$ cat config.mk
export PLATFORM = sky130hd
export DESIGN_NAME = hpdmc_ctl_top
export DESIGN_NICKNAME = d
export VERILOG_FILES = /design/src/logic/hpdmc_pkg.sv /design/src/logic/hpdmc_fifo.sv /design/src/logic/hpdmc_banktimer.sv /design/src/logic/hpdmc_datactl.sv /design/src/logic/hpdmc_mgmt.sv /design/src/logic/hpdmc_ctl_top.sv
export SDC_FILE = /design/constraint.sdc
export NUM_CORES = 1
export LEC_CHECK = 0
export ABC_AREA = 1
export ABC_CLOCK_PERIOD_IN_PS = 3600
export BUFFER_PORTS_ARGS = -buffer_cell sky130_fd_sc_hd__buf_2
export CAP_MARGIN = 20
export CORE_AREA = 2 2 167 169
export DETAILED_ROUTE_END_ITERATION = 12
export DIE_AREA = 0 0 169 171
export MAX_ROUTING_LAYER = met4
export PLACE_DENSITY_LB_ADDON = 0.05
export SYNTH_ARGS = -nofsm -noshare
export SYNTH_HDL_FRONTEND = slang
export SYNTH_HIERARCHICAL = 1
export SYNTH_SLANG_ARGS = --single-unit
$ cat constraint.sdc
create_clock -name sys_clk -period 3.6 [get_ports sys_clk]
set_input_delay 0.54 -clock sys_clk [delete_from_list [all_inputs] [get_ports sys_clk]]
set_output_delay 0.54 -clock sys_clk [all_outputs]
set_load 0.05 [all_outputs]
$ cat src/logic/hpdmc_pkg.sv
// HPDMC command-side package
// Request, command and tag types shared by the queue, the FSM and the top level,
// plus the SDRAM spacing constants used by the data control and the bank timers
package hpdmc_pkg;

	localparam int HPDMC_NBANKS = 4; // Banks per SDRAM device

	typedef logic [1:0] hpdmc_bank_t; // Bank number
	typedef logic [12:0] hpdmc_row_t; // Row address
	typedef logic [3:0] hpdmc_tag_t; // Host identifier, returned with ack

	// Host request as stored in the request queue
	typedef struct packed {
		logic write; // High for a write, low for a read
		hpdmc_bank_t bank;
		hpdmc_row_t row;
		hpdmc_tag_t tag;
	} hpdmc_req_t;

	// SDRAM command kinds shown on the command port
	typedef enum logic [2:0] {
		CMD_NOP = 3'd0,
		CMD_PRECHARGE = 3'd1,
		CMD_ACTIVATE = 3'd2,
		CMD_READ = 3'd3,
		CMD_WRITE = 3'd4
	} hpdmc_cmd_e;

	typedef struct packed {
		hpdmc_cmd_e kind;
		hpdmc_bank_t bank; // Only meaningful when kind is not a nop
		hpdmc_row_t row; // Used by activate, carried along for the others
	} hpdmc_cmd_t;

	// Spacing loads for the read and write safety counters
	localparam logic [2:0] HPDMC_RD_TO_RD = 3'd4; // Burst of 4 transfers
	localparam logic [2:0] HPDMC_WR_TO_RD = 3'd5; // Burst plus one cycle of tWTR
	localparam logic [2:0] HPDMC_WR_TO_WR = 3'd3;
	localparam logic [2:0] HPDMC_RD_TO_WR = 3'd5; // One more when CAS latency is 3

	// Loads for the bank timers that guard precharge
	localparam logic [3:0] HPDMC_RD_TO_PRE = 4'd4;
	localparam logic [3:0] HPDMC_WR_TO_PRE = 4'd5; // Write recovery is added on top

	// Cycles the data bus stays turned around after a write
	localparam logic [1:0] HPDMC_WDIR_HOLD = 2'd3;

endpackage

$ cat src/logic/hpdmc_fifo.sv
// Synchronous queue with a configurable payload type
// The head entry is visible on dout while the queue is not empty,
// so the consumer can look at it before it pops
`timescale 1ns/10ps

module hpdmc_fifo #(
	parameter type payload_t = logic [7:0],
	parameter int DEPTH = 4
) (
	input logic sys_clk,
	input logic sdram_rst,
	input logic push,
	input payload_t din,
	input logic pop,
	output payload_t dout,
	output logic empty
);

	localparam int AW = (DEPTH > 1) ? $clog2(DEPTH) : 1; // Pointer width
	localparam int CW = $clog2(DEPTH + 1); // Count must reach DEPTH

	payload_t mem [DEPTH];
	logic [AW-1:0] wr_ptr;
	logic [AW-1:0] rd_ptr;
	logic [CW-1:0] count;
	logic do_pop;

	assign do_pop = pop & ~empty; // A pop on an empty queue is ignored
	assign empty = (count == '0);
	assign dout = mem[rd_ptr]; // Head shown without waiting for a pop

	// Storage has no reset, only the pointers and the count are control state
	always_ff @(posedge sys_clk) begin
		if (push)
			mem[wr_ptr] <= din;
	end

	always_ff @(posedge sys_clk) begin
		if (sdram_rst) begin
			wr_ptr <= '0;
			rd_ptr <= '0;
			count <= '0;
		end else begin
			if (push)
				wr_ptr <= (wr_ptr == AW'(DEPTH - 1)) ? '0 : wr_ptr + 1'b1; // Wrap at DEPTH
			if (do_pop)
				rd_ptr <= (rd_ptr == AW'(DEPTH - 1)) ? '0 : rd_ptr + 1'b1;
			case ({push, do_pop})
				2'b10: count <= count + 1'b1;
				2'b01: count <= count - 1'b1;
				default: count <= count; // Both or neither leave the occupancy alone
			endcase
		end
	end

endmodule

$ cat src/logic/hpdmc_banktimer.sv
// Bank precharge timer
// Counts down after a read or write to one bank and keeps precharge_safe low
// until the access has finished with the open row
`timescale 1ns/10ps

module hpdmc_banktimer
	import hpdmc_pkg::*;
(
	input logic sys_clk,
	input logic sdram_rst,
	input logic tim_cas, // Part of the bank timer interface, not needed by the count
	input logic [1:0] tim_wr, // Extra write recovery cycles
	input logic read,
	input logic write,
	output logic precharge_safe
);

	logic [3:0] counter; // Large enough for 5 plus the largest tim_wr

	// A read needs the burst to leave the row, a write also needs tWR
	// after its last data beat before the row may be closed
	always_ff @(posedge sys_clk) begin
		if (sdram_rst) begin
			counter <= 4'd0;
			precharge_safe <= 1'b1; // All banks idle after reset
		end else begin
			if (read) begin
				counter <= HPDMC_RD_TO_PRE;
				precharge_safe <= 1'b0;
			end else if (write) begin
				counter <= HPDMC_WR_TO_PRE + {2'b00, tim_wr};
				precharge_safe <= 1'b0;
			end else begin
				if (counter == 4'd1)
					precharge_safe <= 1'b1; // Last cycle of the wait
				if (~precharge_safe)
					counter <= counter - 4'd1;
			end
		end
	end

endmodule

$ cat src/logic/hpdmc_datactl.sv
// Data control for the HPDMC command side
// Guards read and write spacing, delays accesses into the ack pulse,
// drives the data-bus direction and holds one precharge timer per bank
`timescale 1ns/10ps

module hpdmc_datactl
	import hpdmc_pkg::*;
(
	input logic sys_clk,
	input logic sdram_rst,
	input logic read,
	input logic write,
	input logic [HPDMC_NBANKS-1:0] concerned_bank, // One-hot bank of the access
	output logic read_safe,
	output logic write_safe,
	output logic [HPDMC_NBANKS-1:0] precharge_safe,
	output logic ack,
	output logic direction, // Low while the controller drives the data bus
	input logic tim_cas,
	input logic [1:0] tim_wr
);

	logic [2:0] read_safe_counter;
	logic [2:0] write_safe_counter;
	logic [3:0] ack_read; // Read delay line, bit 0 is the oldest stage
	logic ack0;
	logic [1:0] counter_writedirection;
	logic direction0;

	// Read spacing after either kind of access
	always_ff @(posedge sys_clk) begin
		if (sdram_rst) begin
			read_safe_counter <= 3'd0;
			read_safe <= 1'b1;
		end else if (read) begin
			read_safe_counter <= HPDMC_RD_TO_RD;
			read_safe <= 1'b0;
		end else if (write) begin
			read_safe_counter <= HPDMC_WR_TO_RD; // Write data must finish before tWTR
			read_safe <= 1'b0;
		end else begin
			if (read_safe_counter == 3'd1)
				read_safe <= 1'b1;
			if (~read_safe)
				read_safe_counter <= read_safe_counter - 3'd1;
		end
	end

	// Write spacing, a read needs its CAS latency to clear the bus first
	always_ff @(posedge sys_clk) begin
		if (sdram_rst) begin
			write_safe_counter <= 3'd0;
			write_safe <= 1'b1;
		end else if (read) begin
			write_safe_counter <= HPDMC_RD_TO_WR + {2'b00, tim_cas};
			write_safe <= 1'b0;
		end else if (write) begin
			write_safe_counter <= HPDMC_WR_TO_WR;
			write_safe <= 1'b0;
		end else begin
			if (write_safe_counter == 3'd1)
				write_safe <= 1'b1;
			if (~write_safe)
				write_safe_counter <= write_safe_counter - 3'd1;
		end
	end

	// Reads reach ack after CL+3 cycles, writes after two
	always_ff @(posedge sys_clk) begin
		if (sdram_rst) begin
			ack_read <= 4'd0;
			ack0 <= 1'b0;
			ack <= 1'b0;
		end else begin
			if (tim_cas)
				ack_read <= {read, ack_read[3:1]}; // Four stages for CL 3
			else
				ack_read <= {1'b0, read, ack_read[2:1]}; // Three stages for CL 2
			ack0 <= ack_read[0] | write;
			ack <= ack0;
		end
	end

	// Bus stays turned toward the SDRAM for the write burst
	always_ff @(posedge sys_clk) begin
		if (sdram_rst)
			counter_writedirection <= 2'd0;
		else if (write)
			counter_writedirection <= HPDMC_WDIR_HOLD;
		else if (|counter_writedirection)
			counter_writedirection <= counter_writedirection - 2'd1;
	end

	always_ff @(posedge sys_clk) begin
		if (sdram_rst) begin
			direction0 <= 1'b1;
			direction <= 1'b1; // Controller does not drive the bus after reset
		end else begin
			direction0 <= ~(write | (|counter_writedirection));
			direction <= direction0; // Second stage lines up with the write data
		end
	end

	// One timer per bank, each sees only the accesses to its own bank
	for (genvar b = 0; b < HPDMC_NBANKS; b++) begin : g_banktimer
		hpdmc_banktimer u_banktimer (
			.sys_clk(sys_clk),
			.sdram_rst(sdram_rst),
			.tim_cas(tim_cas),
			.tim_wr(tim_wr),
			.read(read & concerned_bank[b]),
			.write(write & concerned_bank[b]),
			.precharge_safe(precharge_safe[b])
		);
	end

endmodule

$ cat src/logic/hpdmc_mgmt.sv
// Bank management FSM
// Tracks the open row of every bank and turns the request at the queue head
// into precharge, activate and read or write commands
// Commands and the access strobes are combinational in the cycle they issue
`timescale 1ns/10ps

module hpdmc_mgmt
	import hpdmc_pkg::*;
#(
	parameter int TRCD = 2, // Activate to access, in cycles
	parameter int TRP = 2 // Precharge to activate, in cycles
) (
	input logic sys_clk,
	input logic sdram_rst,
	input hpdmc_req_t req_head,
	input logic req_empty,
	output logic req_pop,
	output logic read,
	output logic write,
	output logic [HPDMC_NBANKS-1:0] concerned_bank,
	input logic read_safe,
	input logic write_safe,
	input logic [HPDMC_NBANKS-1:0] precharge_safe,
	output hpdmc_cmd_t cmd,
	output logic tag_push
);

	localparam int TMAX = (TRP > TRCD) ? TRP : TRCD;
	localparam int CW = (TMAX > 1) ? $clog2(TMAX) : 1; // Holds TMAX-1

	typedef enum logic [1:0] {
		S_IDLE,
		S_PRE_WAIT,
		S_ACT_WAIT,
		S_ACCESS
	} state_e;

	state_e state;
	state_e state_next;
	logic [CW-1:0] wait_cnt; // Shared by the TRP and TRCD waits
	logic [HPDMC_NBANKS-1:0] bank_open;
	hpdmc_row_t open_row [HPDMC_NBANKS];
	logic row_hit;
	logic access_ok;
	logic issue_pre;
	logic issue_act;
	logic issue_acc;

	assign row_hit = bank_open[req_head.bank] && (open_row[req_head.bank] == req_head.row);
	assign access_ok = req_head.write ? write_safe : read_safe; // Spacing from datactl
	assign concerned_bank = {{(HPDMC_NBANKS - 1){1'b0}}, 1'b1} << req_head.bank;

	always_comb begin
		issue_pre = 1'b0;
		issue_act = 1'b0;
		issue_acc = 1'b0;
		state_next = state;
		case (state)
			S_IDLE: begin
				if (!req_empty) begin
					if (row_hit) begin
						if (access_ok)
							issue_acc = 1'b1; // Hit with the bus free goes out at once
						else
							state_next = S_ACCESS;
					end else if (!bank_open[req_head.bank]) begin
						issue_act = 1'b1; // Closed bank needs no precharge
						state_next = S_ACT_WAIT;
					end else if (precharge_safe[req_head.bank]) begin
						issue_pre = 1'b1; // Wrong row open, close it first
						state_next = S_PRE_WAIT;
					end
				end
			end
			S_PRE_WAIT: begin
				if (wait_cnt == '0) begin
					issue_act = 1'b1;
					state_next = S_ACT_WAIT;
				end
			end
			S_ACT_WAIT: begin
				if (wait_cnt == '0)
					state_next = S_ACCESS;
			end
			S_ACCESS: begin
				if (access_ok) begin
					issue_acc = 1'b1;
					state_next = S_IDLE;
				end
			end
			default: state_next = S_IDLE;
		endcase
	end

	always_ff @(posedge sys_clk) begin
		if (sdram_rst) begin
			state <= S_IDLE;
			wait_cnt <= '0;
			bank_open <= '0; // All rows closed after reset
		end else begin
			state <= state_next;
			if (issue_pre) begin
				wait_cnt <= CW'(TRP - 1);
				bank_open[req_head.bank] <= 1'b0;
			end else if (issue_act) begin
				wait_cnt <= CW'(TRCD - 1);
				bank_open[req_head.bank] <= 1'b1;
			end else if (wait_cnt != '0) begin
				wait_cnt <= wait_cnt - 1'b1;
			end
		end
	end

	// Row numbers are only looked at while the open flag is set
	always_ff @(posedge sys_clk) begin
		if (issue_act)
			open_row[req_head.bank] <= req_head.row;
	end

	assign req_pop = issue_acc; // The request leaves the queue with its access
	assign tag_push = issue_acc;
	assign read = issue_acc & ~req_head.write;
	assign write = issue_acc & req_head.write;

	always_comb begin
		cmd.bank = req_head.bank;
		cmd.row = req_head.row;
		if (issue_pre)
			cmd.kind = CMD_PRECHARGE;
		else if (issue_act)
			cmd.kind = CMD_ACTIVATE;
		else if (issue_acc)
			cmd.kind = req_head.write ? CMD_WRITE : CMD_READ;
		else
			cmd.kind = CMD_NOP; // Idle or waiting on a timer
	end

endmodule

$ cat src/logic/hpdmc_ctl_top.sv
// HPDMC command-side top level
// Request queue with credit return, bank management FSM, data control,
// and a tag queue that hands each access's tag back with its ack
`timescale 1ns/10ps

module hpdmc_ctl_top
	import hpdmc_pkg::*;
#(
	parameter int REQ_DEPTH = 4, // Also the host's starting credit count
	parameter int TAG_DEPTH = 8,
	parameter int TRCD = 2,
	parameter int TRP = 2
) (
	input logic sys_clk,
	input logic sdram_rst,
	input logic req_valid,
	input hpdmc_req_t req,
	input logic tim_cas,
	input logic [1:0] tim_wr,
	output logic credit_return,
	output hpdmc_cmd_t cmd,
	output logic ack,
	output hpdmc_tag_t ack_tag,
	output logic direction
);

	hpdmc_req_t req_head;
	logic req_empty;
	logic req_pop;
	logic read;
	logic write;
	logic [HPDMC_NBANKS-1:0] concerned_bank;
	logic read_safe;
	logic write_safe;
	logic [HPDMC_NBANKS-1:0] precharge_safe;
	logic tag_push;

	assign credit_return = req_pop; // Each pop frees one slot for the host

	hpdmc_fifo #(.payload_t(hpdmc_req_t), .DEPTH(REQ_DEPTH)) u_req_fifo (
		.sys_clk(sys_clk), .sdram_rst(sdram_rst),
		.push(req_valid), .din(req),
		.pop(req_pop), .dout(req_head), .empty(req_empty)
	);

	hpdmc_mgmt #(.TRCD(TRCD), .TRP(TRP)) u_mgmt (
		.sys_clk(sys_clk), .sdram_rst(sdram_rst),
		.req_head(req_head), .req_empty(req_empty), .req_pop(req_pop),
		.read(read), .write(write), .concerned_bank(concerned_bank),
		.read_safe(read_safe), .write_safe(write_safe),
		.precharge_safe(precharge_safe), .cmd(cmd), .tag_push(tag_push)
	);

	hpdmc_datactl u_datactl (
		.sys_clk(sys_clk), .sdram_rst(sdram_rst),
		.read(read), .write(write), .concerned_bank(concerned_bank),
		.read_safe(read_safe), .write_safe(write_safe),
		.precharge_safe(precharge_safe), .ack(ack), .direction(direction),
		.tim_cas(tim_cas), .tim_wr(tim_wr)
	);

	// Acks never reorder, so the head tag always belongs to the acked access
	hpdmc_fifo #(.payload_t(hpdmc_tag_t), .DEPTH(TAG_DEPTH)) u_tag_fifo (
		.sys_clk(sys_clk), .sdram_rst(sdram_rst),
		.push(tag_push), .din(req_head.tag),
		.pop(ack), .dout(ack_tag), .empty()
	);

endmodule

==> metrics.md, run 1 <==
| Metric | Value |
|---|---|
| Fraction of layout cells with a size suffix above 1 | 22.1% |
| Critical path peak fanout | 8 |
| DP HPWL | 15900 um |
| Post-Layout Cell Count | 1603 |
| Worst path required time | 3060 ps |
| Vias in the first global route | 7157 |
| Antenna violations before repair | 1 |
| P_leak | 5.60 nW |
| DRC Markers | 0 |
| Unrepaired setup endpoints after global routing | yes |
| Area of the die | around 29000 um^2 |
| Class of the worst hold path | primary input to register |
| GP Congestion | between 0.8 and 0.9 |
| Register Area | 6270 um^2 |
| Largest net degree at the start of global routing | 27 |
| Wirelength per Cell | 14.7 um |
| Final Max Slew Viols | 0 |
| Via count | 7509 |
| Crit path arrival time | roughly 3200 ps |
| # clock sinks | 231 |
| Starting Density | 39.1% |
| Syn nets | ~1.2k |
| Total Wirelength | 23500 um |
| Final ANT Viol Nets | 0 |
| DR pass1 iterations | 4 |
| Worst r2r path cells | 21 |
| Die Span Y | between 150 and 200 um |
| Total core area | 27300 um^2 |
| Min Tclk post-route | 3700 ps |
| Fillers | roughly 2.6k |
| Util after Layout | approximately 47% |
| Buf/Inv on CP | 5 |
| Clock Latency Late Sink | 520 ps |
| Status | complete, but fails checks |
| Maximum vdd ir drop | 0.000361 V |
| Crit start category | register |
| DP Cell Count | 1533 |
| Levels on crit path | 17 |
| Area delta synth->final | 21.0% |
| Worst Tran Pin Value | 1000 ps |
| 1st-iter DRT viols | 365 |
| Largest stage delay on the critical path | 360 ps |
| Hold Violations, Final | 0 |
| I/O pin count | 51 |
| Final worst slack | -95.1 ps |
| CP max-delay cell | dfxtp_2 |
| Final setup viols | 2 |
| TritonCTS Buffers | 26 |
| Relative slew margins | about a third |
| CTS tree | yes |
| WS Path Type | register to primary output |
| Syn Area/Cell | 9.48 um^2 |
| Cell Chain, Critical Path | buf_12 -> o21ai_4 -> o22ai_2 -> buf_12 -> buf_12 -> nor2_2 -> a21oi_1 -> nand3b_1 -> nand2_2 -> nand2_2 -> nor2_4 -> nand3_2 -> o21ai_2 -> nand2_2 -> buf_6 -> nor3_4 -> buf_6 |
| Synthesized instance count | about 1.1k |
| Cts-stage hold buffer count | 0 |
| CP top delay family | simple AND/OR/NAND/NOR gates |
| Root buffer cell | clkbuf_16 |
| Final Cycle Share | 103% |
| CP Capture Point | cmd[17] |
| Max Cap Violations | 0 |
| Die X | ~170 um |
| H-tree levels | 1 |
| First-pass GRT wire length | 37700 um |
| Grt ovf | 0 |
| Element type at the critical path end | primary output |
| TNS Setup | -96.2 ps |
| Port Buf Inserts | 50 |
| Clock Skews | between 10 and 15 ps |
| FMAX | around 270 MHz |
| Antenna cell count | 0 |
| Row count | 61 |
| Reg-to-reg endpoint | u_tag_fifo/mem[6][2]$_DFFE_PP_ |
| PwrDens | 605 nW/um^2 |
| Ys Warns | 6 |
| Area of the multi-input gates | approximately 3700 um^2 |
| Failing checks | negative setup slack |
| Nets | 1299 |
| Reg clk slew, reported paths | 60 ps |
| Clk buf depth | 3 |
| Worst reg2reg setup slack | 150 ps |
| Total GRT Usage | 16.9% |
| Synthesized area | 10700 um^2 |
| Via density per instance | 4.68 |
power breakdown:
| group | internal, W | leakage, nW | total, W | switching (W) |
|---|---|---|---|---|
| clock network | 0.00170 | 0.436 | 0.00273 | 0.00103 |
| logic | 0.000649 | 3.12 | 0.00185 | 0.00120 |
| registers | 0.00314 | 2.04 | 0.00325 | 0.000107 |
what timing repair did:
item | CTS | global route
pin swaps | 4 | 24
gates resized for setup | 37 | 67
setup endpoints to repair | 5 | 17
cloned | 1 | 4
setup buffers | 11 | 6
worst register-to-register path, delay by kind of cell (launching register included):
kind	cells	cell delay (ps)
and+or+nand+nor	9	1110
AOI/OAI and AO/OA	4	640
DFF	1	360
buffers and inverters	8	1070
registers in the layout, indices dropped and copies added (netlist names), 4 cells and up, named ones only:
name / cells
u_req_fifo/mem: 80
u_mgmt/open_row: 52
u_tag_fifo/mem: 32
u_datactl/g_banktimer.u_banktimer/counter: 16
u_datactl/ack_read: 4
u_datactl/g_banktimer.u_banktimer/precharge_safe: 4
u_tag_fifo/count: 4
worst min-delay path by stage:
stage / from / to / cells after the start
finish: req[15] / u_req_fifo/mem[3][15]$_DFFE_PP_ / 1
global route: req[8] / u_req_fifo/mem[2][8]$_DFFE_PP_ / 1
CTS: req[15] / u_req_fifo/mem[3][15]$_DFFE_PP_ / 1
detailed placement: u_datactl/direction0$_SDFF_PP1_ / u_datactl/direction$_SDFF_PP1_ / 1
global placement: u_datactl/ack_read[2]$_SDFF_PP0_ / u_datactl/ack_read[1]$_SDFF_PP0_ / 2
floorplan: u_datactl/ack0$_SDFF_PP0_ / u_datactl/ack$_SDFF_PP0_ / 2
placed cells by master (no fill, tap or decap), types with 11 or more instances in the layout:
cell type  instances
a21oi_1           28
o22ai_1           17
nand2_1          249
clkbuf_16         29
inv_1            142
dfxtp_1           65
nand3_1           28
inv_2             17
o21ai_0           32
o21ai_1           55
edfxtp_1         164
buf_2             46
ha_1              31
buf_4             60
nand2_2           35
nor2_1           126
nand3_2           11
cell type report:
cell class / instances / share of cell area, %
sequential: 231 / 48.5
multi-input combinational: 690 / 28.8
timing repair buffer: 122 / 7.40
clock buffer: 37 / 5.67
inverter: 164 / 4.95
tap: 346 / 3.35
clock inverter: 11 / 1.18
timing repair inverter: 2 / 0.136
through the flow:
stage	area [um^2]	setup slack (ps)	hold WS, ps	power (W)
after floorplan	10700	39.6	388	0.00446
after global placement	11500	70.2	394	0.00492
after detailed placement	11500	-3.84	396	0.00493
after CTS	12600	-80.0	205	0.00779
after global routing	12900	-262	222	0.00826
final	12900	-95.1	232	0.00782
routing by layer:
| layer | global-route usage (%) | vias up | routed length [um] |
|---|---|---|---|
| li1 | - | 3902 | - |
| met1 | 22.2 | 3482 | 11100 |
| met2 | 27.5 | 89 | 11000 |
| met3 | 2.80 | 36 | 965 |
| met4 | 3.98 | 0 | 450 |
| met5 | - | - | 0 |
No activity file was read; power rests on OpenSTA's default activity.
==> run 2: changes to the inputs <==
- SETUP_SLACK_MARGIN: unset -> 0.15
==> run 2 against run 1 <==
Against the previous run:
- the flow still finishes with violations (negative setup slack)
- cell count is 1.4% higher
- routed wire length increased by 2.1%
- clock skew rose by 9.6 ps
- maximum frequency is 0.79% lower
- largest power group unchanged
- sequential cell count stayed put
==> metrics.md, run 2 (same netlist as run 1, synthesis figures left out) <==
| Metric | Value |
|---|---|
| Hold worst-path end | u_req_fifo/mem[0][10]$_DFFE_PP_ |
| Largest net degree at the start of global routing | 27 (unchanged) |
| TNS Setup | -332 ps (-236 ps) |
| Root buffer cell | clkbuf_16 |
| Reg-to-reg endpoint | u_req_fifo/count[2]$_SDFFE_PP0P_ |
| Total GRT Usage | 17.1% (+0.17 points) |
| Crit path arrival time | 3180 ps (+20 ps) |
| Starting Density | 39.1% (unchanged) |
| Total Wirelength | 24000 um (+2.1%) |
| Fillers | 2588 (-1.9%) |
| Clock network power share | 32.4% (-2.5 points) |
| I/O pin count | 51 (unchanged) |
| Max Cap Violations | 0 (unchanged) |
| Nets | 1322 (+1.8%) |
| Largest register FFs | 80 (unchanged) |
| FMAX | 268 MHz (-0.79%) |
| Via density per instance | 4.68 (-0.20%) |
| Wirelength per Cell | 14.8 um (+0.73%) |
| # clock sinks | 231 (unchanged) |
| Class of the worst hold path | primary input to register |
| Die X | 169 um (unchanged) |
| Hold Violations, Final | 0 (unchanged) |
| DRC Markers | 0 (unchanged) |
| Failing checks | negative setup slack |
| Power Internal | 0.00526 W (-4.1%) |
| Pre-CTS setup slack | -107 ps (-103 ps) |
| CTS tree | yes |
| Sw power | 0.00238 W (+1.9%) |
| Row count | 61 (unchanged) |
| Fraction of layout cells with a size suffix above 1 | 23.6% (+1.5 points) |
| Vias in the first global route | 7171 (+0.20%) |
| Total core area | 27300 um^2 (unchanged) |
| Worst hold slack | 215 ps (-16.2 ps) |
| Largest regs | u_req_fifo/mem x80, u_mgmt/open_row x52, u_tag_fifo/mem x32 |
| Final Cycle Share | 103% (+0.82 points) |
| Commonest non-fill, non-tap cells in the layout | nand2_1 (254), edfxtp_1 (164), inv_1 (141) |
| Grt ovf | 0 (unchanged) |
| P_leak | 5.70 nW (+1.8%) |
| Die Span Y | 171 um (unchanged) |
| M2 GR Usage | 28.6% (+1.1 points) |
| Antenna cell count | 0 (unchanged) |
| Commonest non-fill, non-tap cell in the layout | nand2_1 |
| H-tree levels | 1 (unchanged) |
| GR Util met3 | 2.45% (-0.35 points) |
| Hold Crit Depth | 1 (unchanged) |
| PwrDens | 581 nW/um^2 (-3.9%) |
| Worst path required time | 3060 ps (about the same) |
| Worst Min Path Start | req[10] |
| Final Max Slew Viols | 0 (unchanged) |
| Crit start category | register |
| Min Tclk post-route | 3720 ps (+29.5 ps) |
| Clk buf depth | 3 (unchanged) |
| 1st-iter DRT viols | 437 (+20%) |
| Via count | 7597 (+1.2%) |
| Reg clk slew, reported paths | 60 ps (about the same) |
| Critical path peak fanout | 7 (-1) |
| WS Path Type | register to primary output |
| DR pass1 iterations | 4 (unchanged) |
| Area of the die | 28900 um^2 (unchanged) |
| Area delta synth->final | 23.0% |
| Final ANT Viol Nets | 0 (unchanged) |
| Port Buf Inserts | 50 (unchanged) |
| Pwr Total | 0.00764 W (-2.3%) |
| Relative slew margins | 28.1% (-5.1 points) |
| Final setup viols | 5 (+3) |
| Worst reg2reg setup slack | 0 ps (-150 ps) |
| GP Congestion | 0.806 (-1.9%) |
| Element type at the critical path end | primary output |
| Clock Skews | 22.3 ps (+9.57 ps) |
| Switching Fraction | 31.2% (+1.3 points) |
| Clock Latency Late Sink | 540 ps (+20 ps) |
| Worst r2r path cells | 31 (+48%) |
| Final worst slack | -125 ps (-29.5 ps) |
| Unrepaired setup endpoints after global routing | yes |
| Combinational fraction of design power | 25.0% (+1.4 points) |
| Gr busiest metal | met2 |
| TritonCTS Buffers | 26 (unchanged) |
| Largest Register | u_req_fifo/mem |
| Worst Tran Pin Value | 1080 ps (+75.9 ps) |
| First-pass GRT wire length | 37600 um (-0.25%) |
| Status | complete, but fails checks |
| Maximum vdd ir drop | 0.000353 V (-2.2%) |
| Antenna violations before repair | 0 (-1) |
| GRT met1 Usage | 22.2% (about the same) |
| DP HPWL | 16000 um (+0.41%) |
| Sequential share of power | 42.5% (+1.0 points) |
run 2: area by class of cell:
| type | instances | area (um^2) | area share (%) |
|---|---|---|---|
| clock buffer | 33 | 697 | 5.30 |
| multi-input combinational | 690 | 3830 | 29.2 |
| timing repair buffer | 145 | 1140 | 8.68 |
| timing repair inverter | 2 | 21.3 | 0.162 |
| clock inverter | 14 | 101 | 0.771 |
| sequential | 231 | 6270 | 47.7 |
| tap | 346 | 433 | 3.29 |
| inverter | 164 | 639 | 4.87 |
run 2: worst max-delay path by stage:
stage	startpoint	to	slack, ps	cells past startpoint
5_1_grt	register	cmd[17]	-280	19
3_3_place_gp	register	u_req_fifo/count[2]$_SDFFE_PP0P_	-30	24
4_1_cts	register	cmd[17]	-140	16
3_5_place_dp	register	u_req_fifo/count[2]$_SDFFE_PP0P_	-110	24
6_report	register	cmd[17]	-120	16
2_1_floorplan	register	u_tag_fifo/count[2]$_SDFFE_PP0P_	150	30
run 2: power groups by stage:
stage / combinational [W] / sequential (W) / clock [W]
after floorplan: 0.00119 / 0.00328 / 0
after global placement: 0.00166 / 0.00329 / 0
after detailed placement: 0.00166 / 0.00329 / 0
after CTS: 0.00177 / 0.00324 / 0.00255
after global routing: 0.00215 / 0.00327 / 0.00268
final: 0.00191 / 0.00325 / 0.00248
run 2: worst max-delay path, cell delays in order (launching register included):
cell      delay [ps]
dfxtp_4          430
inv_8             70
o21ai_4          160
o22ai_4           80
buf_12           150
buf_6            140
nand2_2           80
buf_4            140
inv_1             80
nand2_1           60
nand2_1           60
a221oi_1         450
nor3_1           170
nand3_4          140
nand2_1           90
nor3_4           140
buf_6            180
run 2: through the flow:
| step | instance area [um^2] | cells | utilization, % |
|---|---|---|---|
| floorplan | 10700 | 1127 | - |
| global placement | 11600 | 1551 | 42.5 |
| detailed placement | 11600 | 1551 | 42.5 |
| CTS | 12700 | 1613 | 46.4 |
| global route | 13100 | 1625 | 48.1 |
| finish | 13100 | 1625 | 48.1 |
run 2: layer usage:
layer / share of wire [%] / vias up
met2: 47 / 73
met4: 1.5 / 0
met5: 0 / -
met1: 48 / 3544
li1: - / 3954
met3: 2.9 / 26
run 2: repair_timing:
item | in CTS | in global routing
pin swaps | 19 | 36
hold buffers | 0 | 0
gates resized for setup | 45 | 95
setup endpoints to repair | 52 | 54
cloned | 1 | 2
setup buffers | 14 | 10
==> run 3: changes to the inputs <==
- ABC_CLOCK_PERIOD_IN_PS: 3600 -> 3400
- clock period: 3.6 -> 3.4 ns (I/O delays scaled with it)
==> run 3 against run 2 <==
Against the previous run:
- the run still ends with negative setup slack left
- critical path depth grew 1
- routed wire length about the same
- via count is 1.3% higher
- utilization is 1.1 points higher
- first-iteration DRC count is 7.1% lower
- critical endpoint unchanged
==> metrics.md, run 3 (same netlist as run 1, synthesis figures left out) <==
| Metric | Value |
|---|---|
| Status | complete, but fails checks |
| Failing checks | negative setup slack |
| Max layer used | met4 |
| Starting Density | 39.1% (unchanged) |
| Port Buf Inserts | 50 (unchanged) |
| Critical path peak fanout | 11 (+4) |
| Util after Layout | 49.2% (+1.1 points) |
| Via density per instance | 4.68 (about the same) |
| Largest net degree at the start of global routing | 27 (unchanged) |
| Grt ovf | 0 (unchanged) |
| DR pass1 iterations | 5 (+1) |
| Reg clk slew, reported paths | 60 ps (about the same) |
| Area delta synth->final | 25.9% |
| CP max-delay cell | dfxtp_4 |
| Crit start category | register |
| Clock Latency Late Sink | 540 ps (about the same) |
| First-pass GRT wire length | 38300 um (+1.9%) |
| Commonest non-fill, non-tap cell in the layout | nand2_1 |
| Worst path required time | 2890 ps (-170 ps) |
| Worst Tran Pin Value | 959 ps (-119 ps) |
| Hold Violations, Final | 0 (unchanged) |
| Total GRT Usage | 17.2% (+0.19 points) |
| Relative slew margins | 36.1% (+8.0 points) |
| M1 WL | 11200 um (-4.0%) |
| Antenna cell count | 0 (unchanged) |
| Max Cap Violations | 0 (unchanged) |
| Final Max Slew Viols | 0 (unchanged) |
| Final setup viols | 4 (-1) |
| Cts-stage hold buffer count | 0 (unchanged) |
| Worst r2r path cells | 27 (-13%) |
| Row count | 61 (unchanged) |
| Maximum vdd ir drop | 0.000446 V (+26%) |
| Most frequent CP cell | buf_6 |
| 1st-iter DRT viols | 406 (-7.1%) |
| Clock Skews | 20.3 ps (-2.03 ps) |
| Total Wirelength | 24000 um (about the same) |
| Largest register FFs | 80 (unchanged) |
| Fraction of layout cells with a size suffix above 1 | 26.5% (+2.8 points) |
| Die X | 169 um (unchanged) |
| P_leak | 5.82 nW (+2.1%) |
| Pre-CTS setup slack | -91.5 ps (+15.4 ps) |
| Class of the worst hold path | primary input to register |
| Largest Register | u_req_fifo/mem |
| CTS tree | yes |
| Root buffer cell | clkbuf_16 |
| Met3 WL | 900 um (+28%) |
| Element type at the critical path end | primary output |
| PwrDens | 618 nW/um^2 (+6.2%) |
| Via count | 7697 (+1.3%) |
| # clock sinks | 231 (unchanged) |
| FMAX | between 200 and 300 MHz |
| Largest stage delay on the critical path | 410 ps (-40 ps) |
| GP Congestion | 0.811 (+0.68%) |
| H-tree levels | 1 (unchanged) |
| Min Tclk post-route | 3630 ps |
| Vias in the first global route | 7303 (+1.8%) |
| I/O pin count | 51 (unchanged) |
| Cell Chain, Critical Path | inv_8 -> o21ai_4 -> o22ai_4 -> buf_12 -> buf_8 -> nor2_2 -> buf_4 -> inv_2 -> nor2_1 -> nor3_2 -> nor3_1 -> nand3_2 -> o21ai_2 -> nand2_2 -> buf_6 -> nor3_4 -> buf_6 |
| Hold Crit Depth | 1 (unchanged) |
| TNS Setup | -816 ps (-484 ps) |
| Die Span Y | 171 um (unchanged) |
| Final ANT Viol Nets | 0 (unchanged) |
| Total core area | 27300 um^2 (unchanged) |
| Metal2 WL | 11700 um (+3.0%) |
| Wirelength per Cell | 14.6 um (-1.3%) |
| TritonCTS Buffers | 27 (+3.8%) |
| WS Path Type | register to primary output |
| Final Cycle Share | 107% |
| Clk buf depth | 3 (unchanged) |
| Final worst slack | -230 ps (-106 ps) |
| Largest regs | u_req_fifo/mem x80, u_mgmt/open_row x52, u_tag_fifo/mem x32 |
| Commonest non-fill, non-tap cells in the layout | nand2_1 (249), edfxtp_1 (164), inv_1 (137) |
| Pwr Total | 0.00831 W (+8.7%) |
| Area of the die | 28900 um^2 (unchanged) |
| Worst hold slack | 187 ps (-28.5 ps) |
| Nets | 1341 (+1.4%) |
| Unrepaired setup endpoints after global routing | yes |
| Crit path arrival time | 3120 ps (-60 ps) |
| DRC Markers | 0 (unchanged) |
| DP HPWL | 16600 um (+3.6%) |
| Antenna violations before repair | 0 (unchanged) |
[run 3: path summary, 6_finish.rpt]
| kind | startpoint | to | slack (ps) |
|---|---|---|---|
| hold reg to reg | u_datactl/ack_read[2]$_SDFF_PP0_ | u_datactl/ack_read[1]$_SDFF_PP0_ | 410 |
| hold / removal | req[6] | u_req_fifo/mem[0][6]$_DFFE_PP_ | 190 |
| setup reg to reg | register | u_tag_fifo/count[2]$_SDFFE_PP0P_ | 0 |
| setup / recovery | register | cmd[17] | -230 |
[run 3: area by class of cell]
type	count	area (um^2)
clock inverter	17	141
sequential	231	6270
multi-input combinational	691	3880
tap	346	433
clock buffer	33	718
fill	2577	13900
inverter	164	667
timing repair buffer	164	1340
[run 3: through the flow]
stage / cells / cell area (um^2)
global route: 1646 / 13500
floorplan: 1127 / 10800
CTS: 1633 / 13000
finish: 1646 / 13500
global placement: 1574 / 11900
detailed placement: 1574 / 11900
[run 3: metal layers]
layer | global-route usage [%] | vias to the layer above
li1 | - | 3992
met1 | 22.0 | 3584
met2 | 29.3 | 96
met3 | 2.54 | 25
met4 | 3.83 | 0
met5 | - | -
[run 3: report_power, final]
group          internal [W]  leakage, nW  switching (W)
sequential          0.00332         2.04       0.000122
combinational      0.000777         3.36        0.00128
clock               0.00165        0.420        0.00115
total               0.00575         5.82        0.00256
[run 3: worst max-delay path, delay by kind of cell (launching register included)]
family	cells	cell delay (ps)
buffers and inverters	7	860
AO/OA/AOI/OAI	3	400
AND/OR/NAND/NOR	7	890
flip-flops	1	410
[run 3: repair_timing]
| action | 4_1_cts | 5_1_grt |
|---|---|---|
| gates resized for setup | 49 | 118 |
| buffers inserted | 8 | 12 |
| pin swaps | 17 | 45 |
| setup endpoints to repair | 66 | 71 |
| cloned | 1 | 1 |
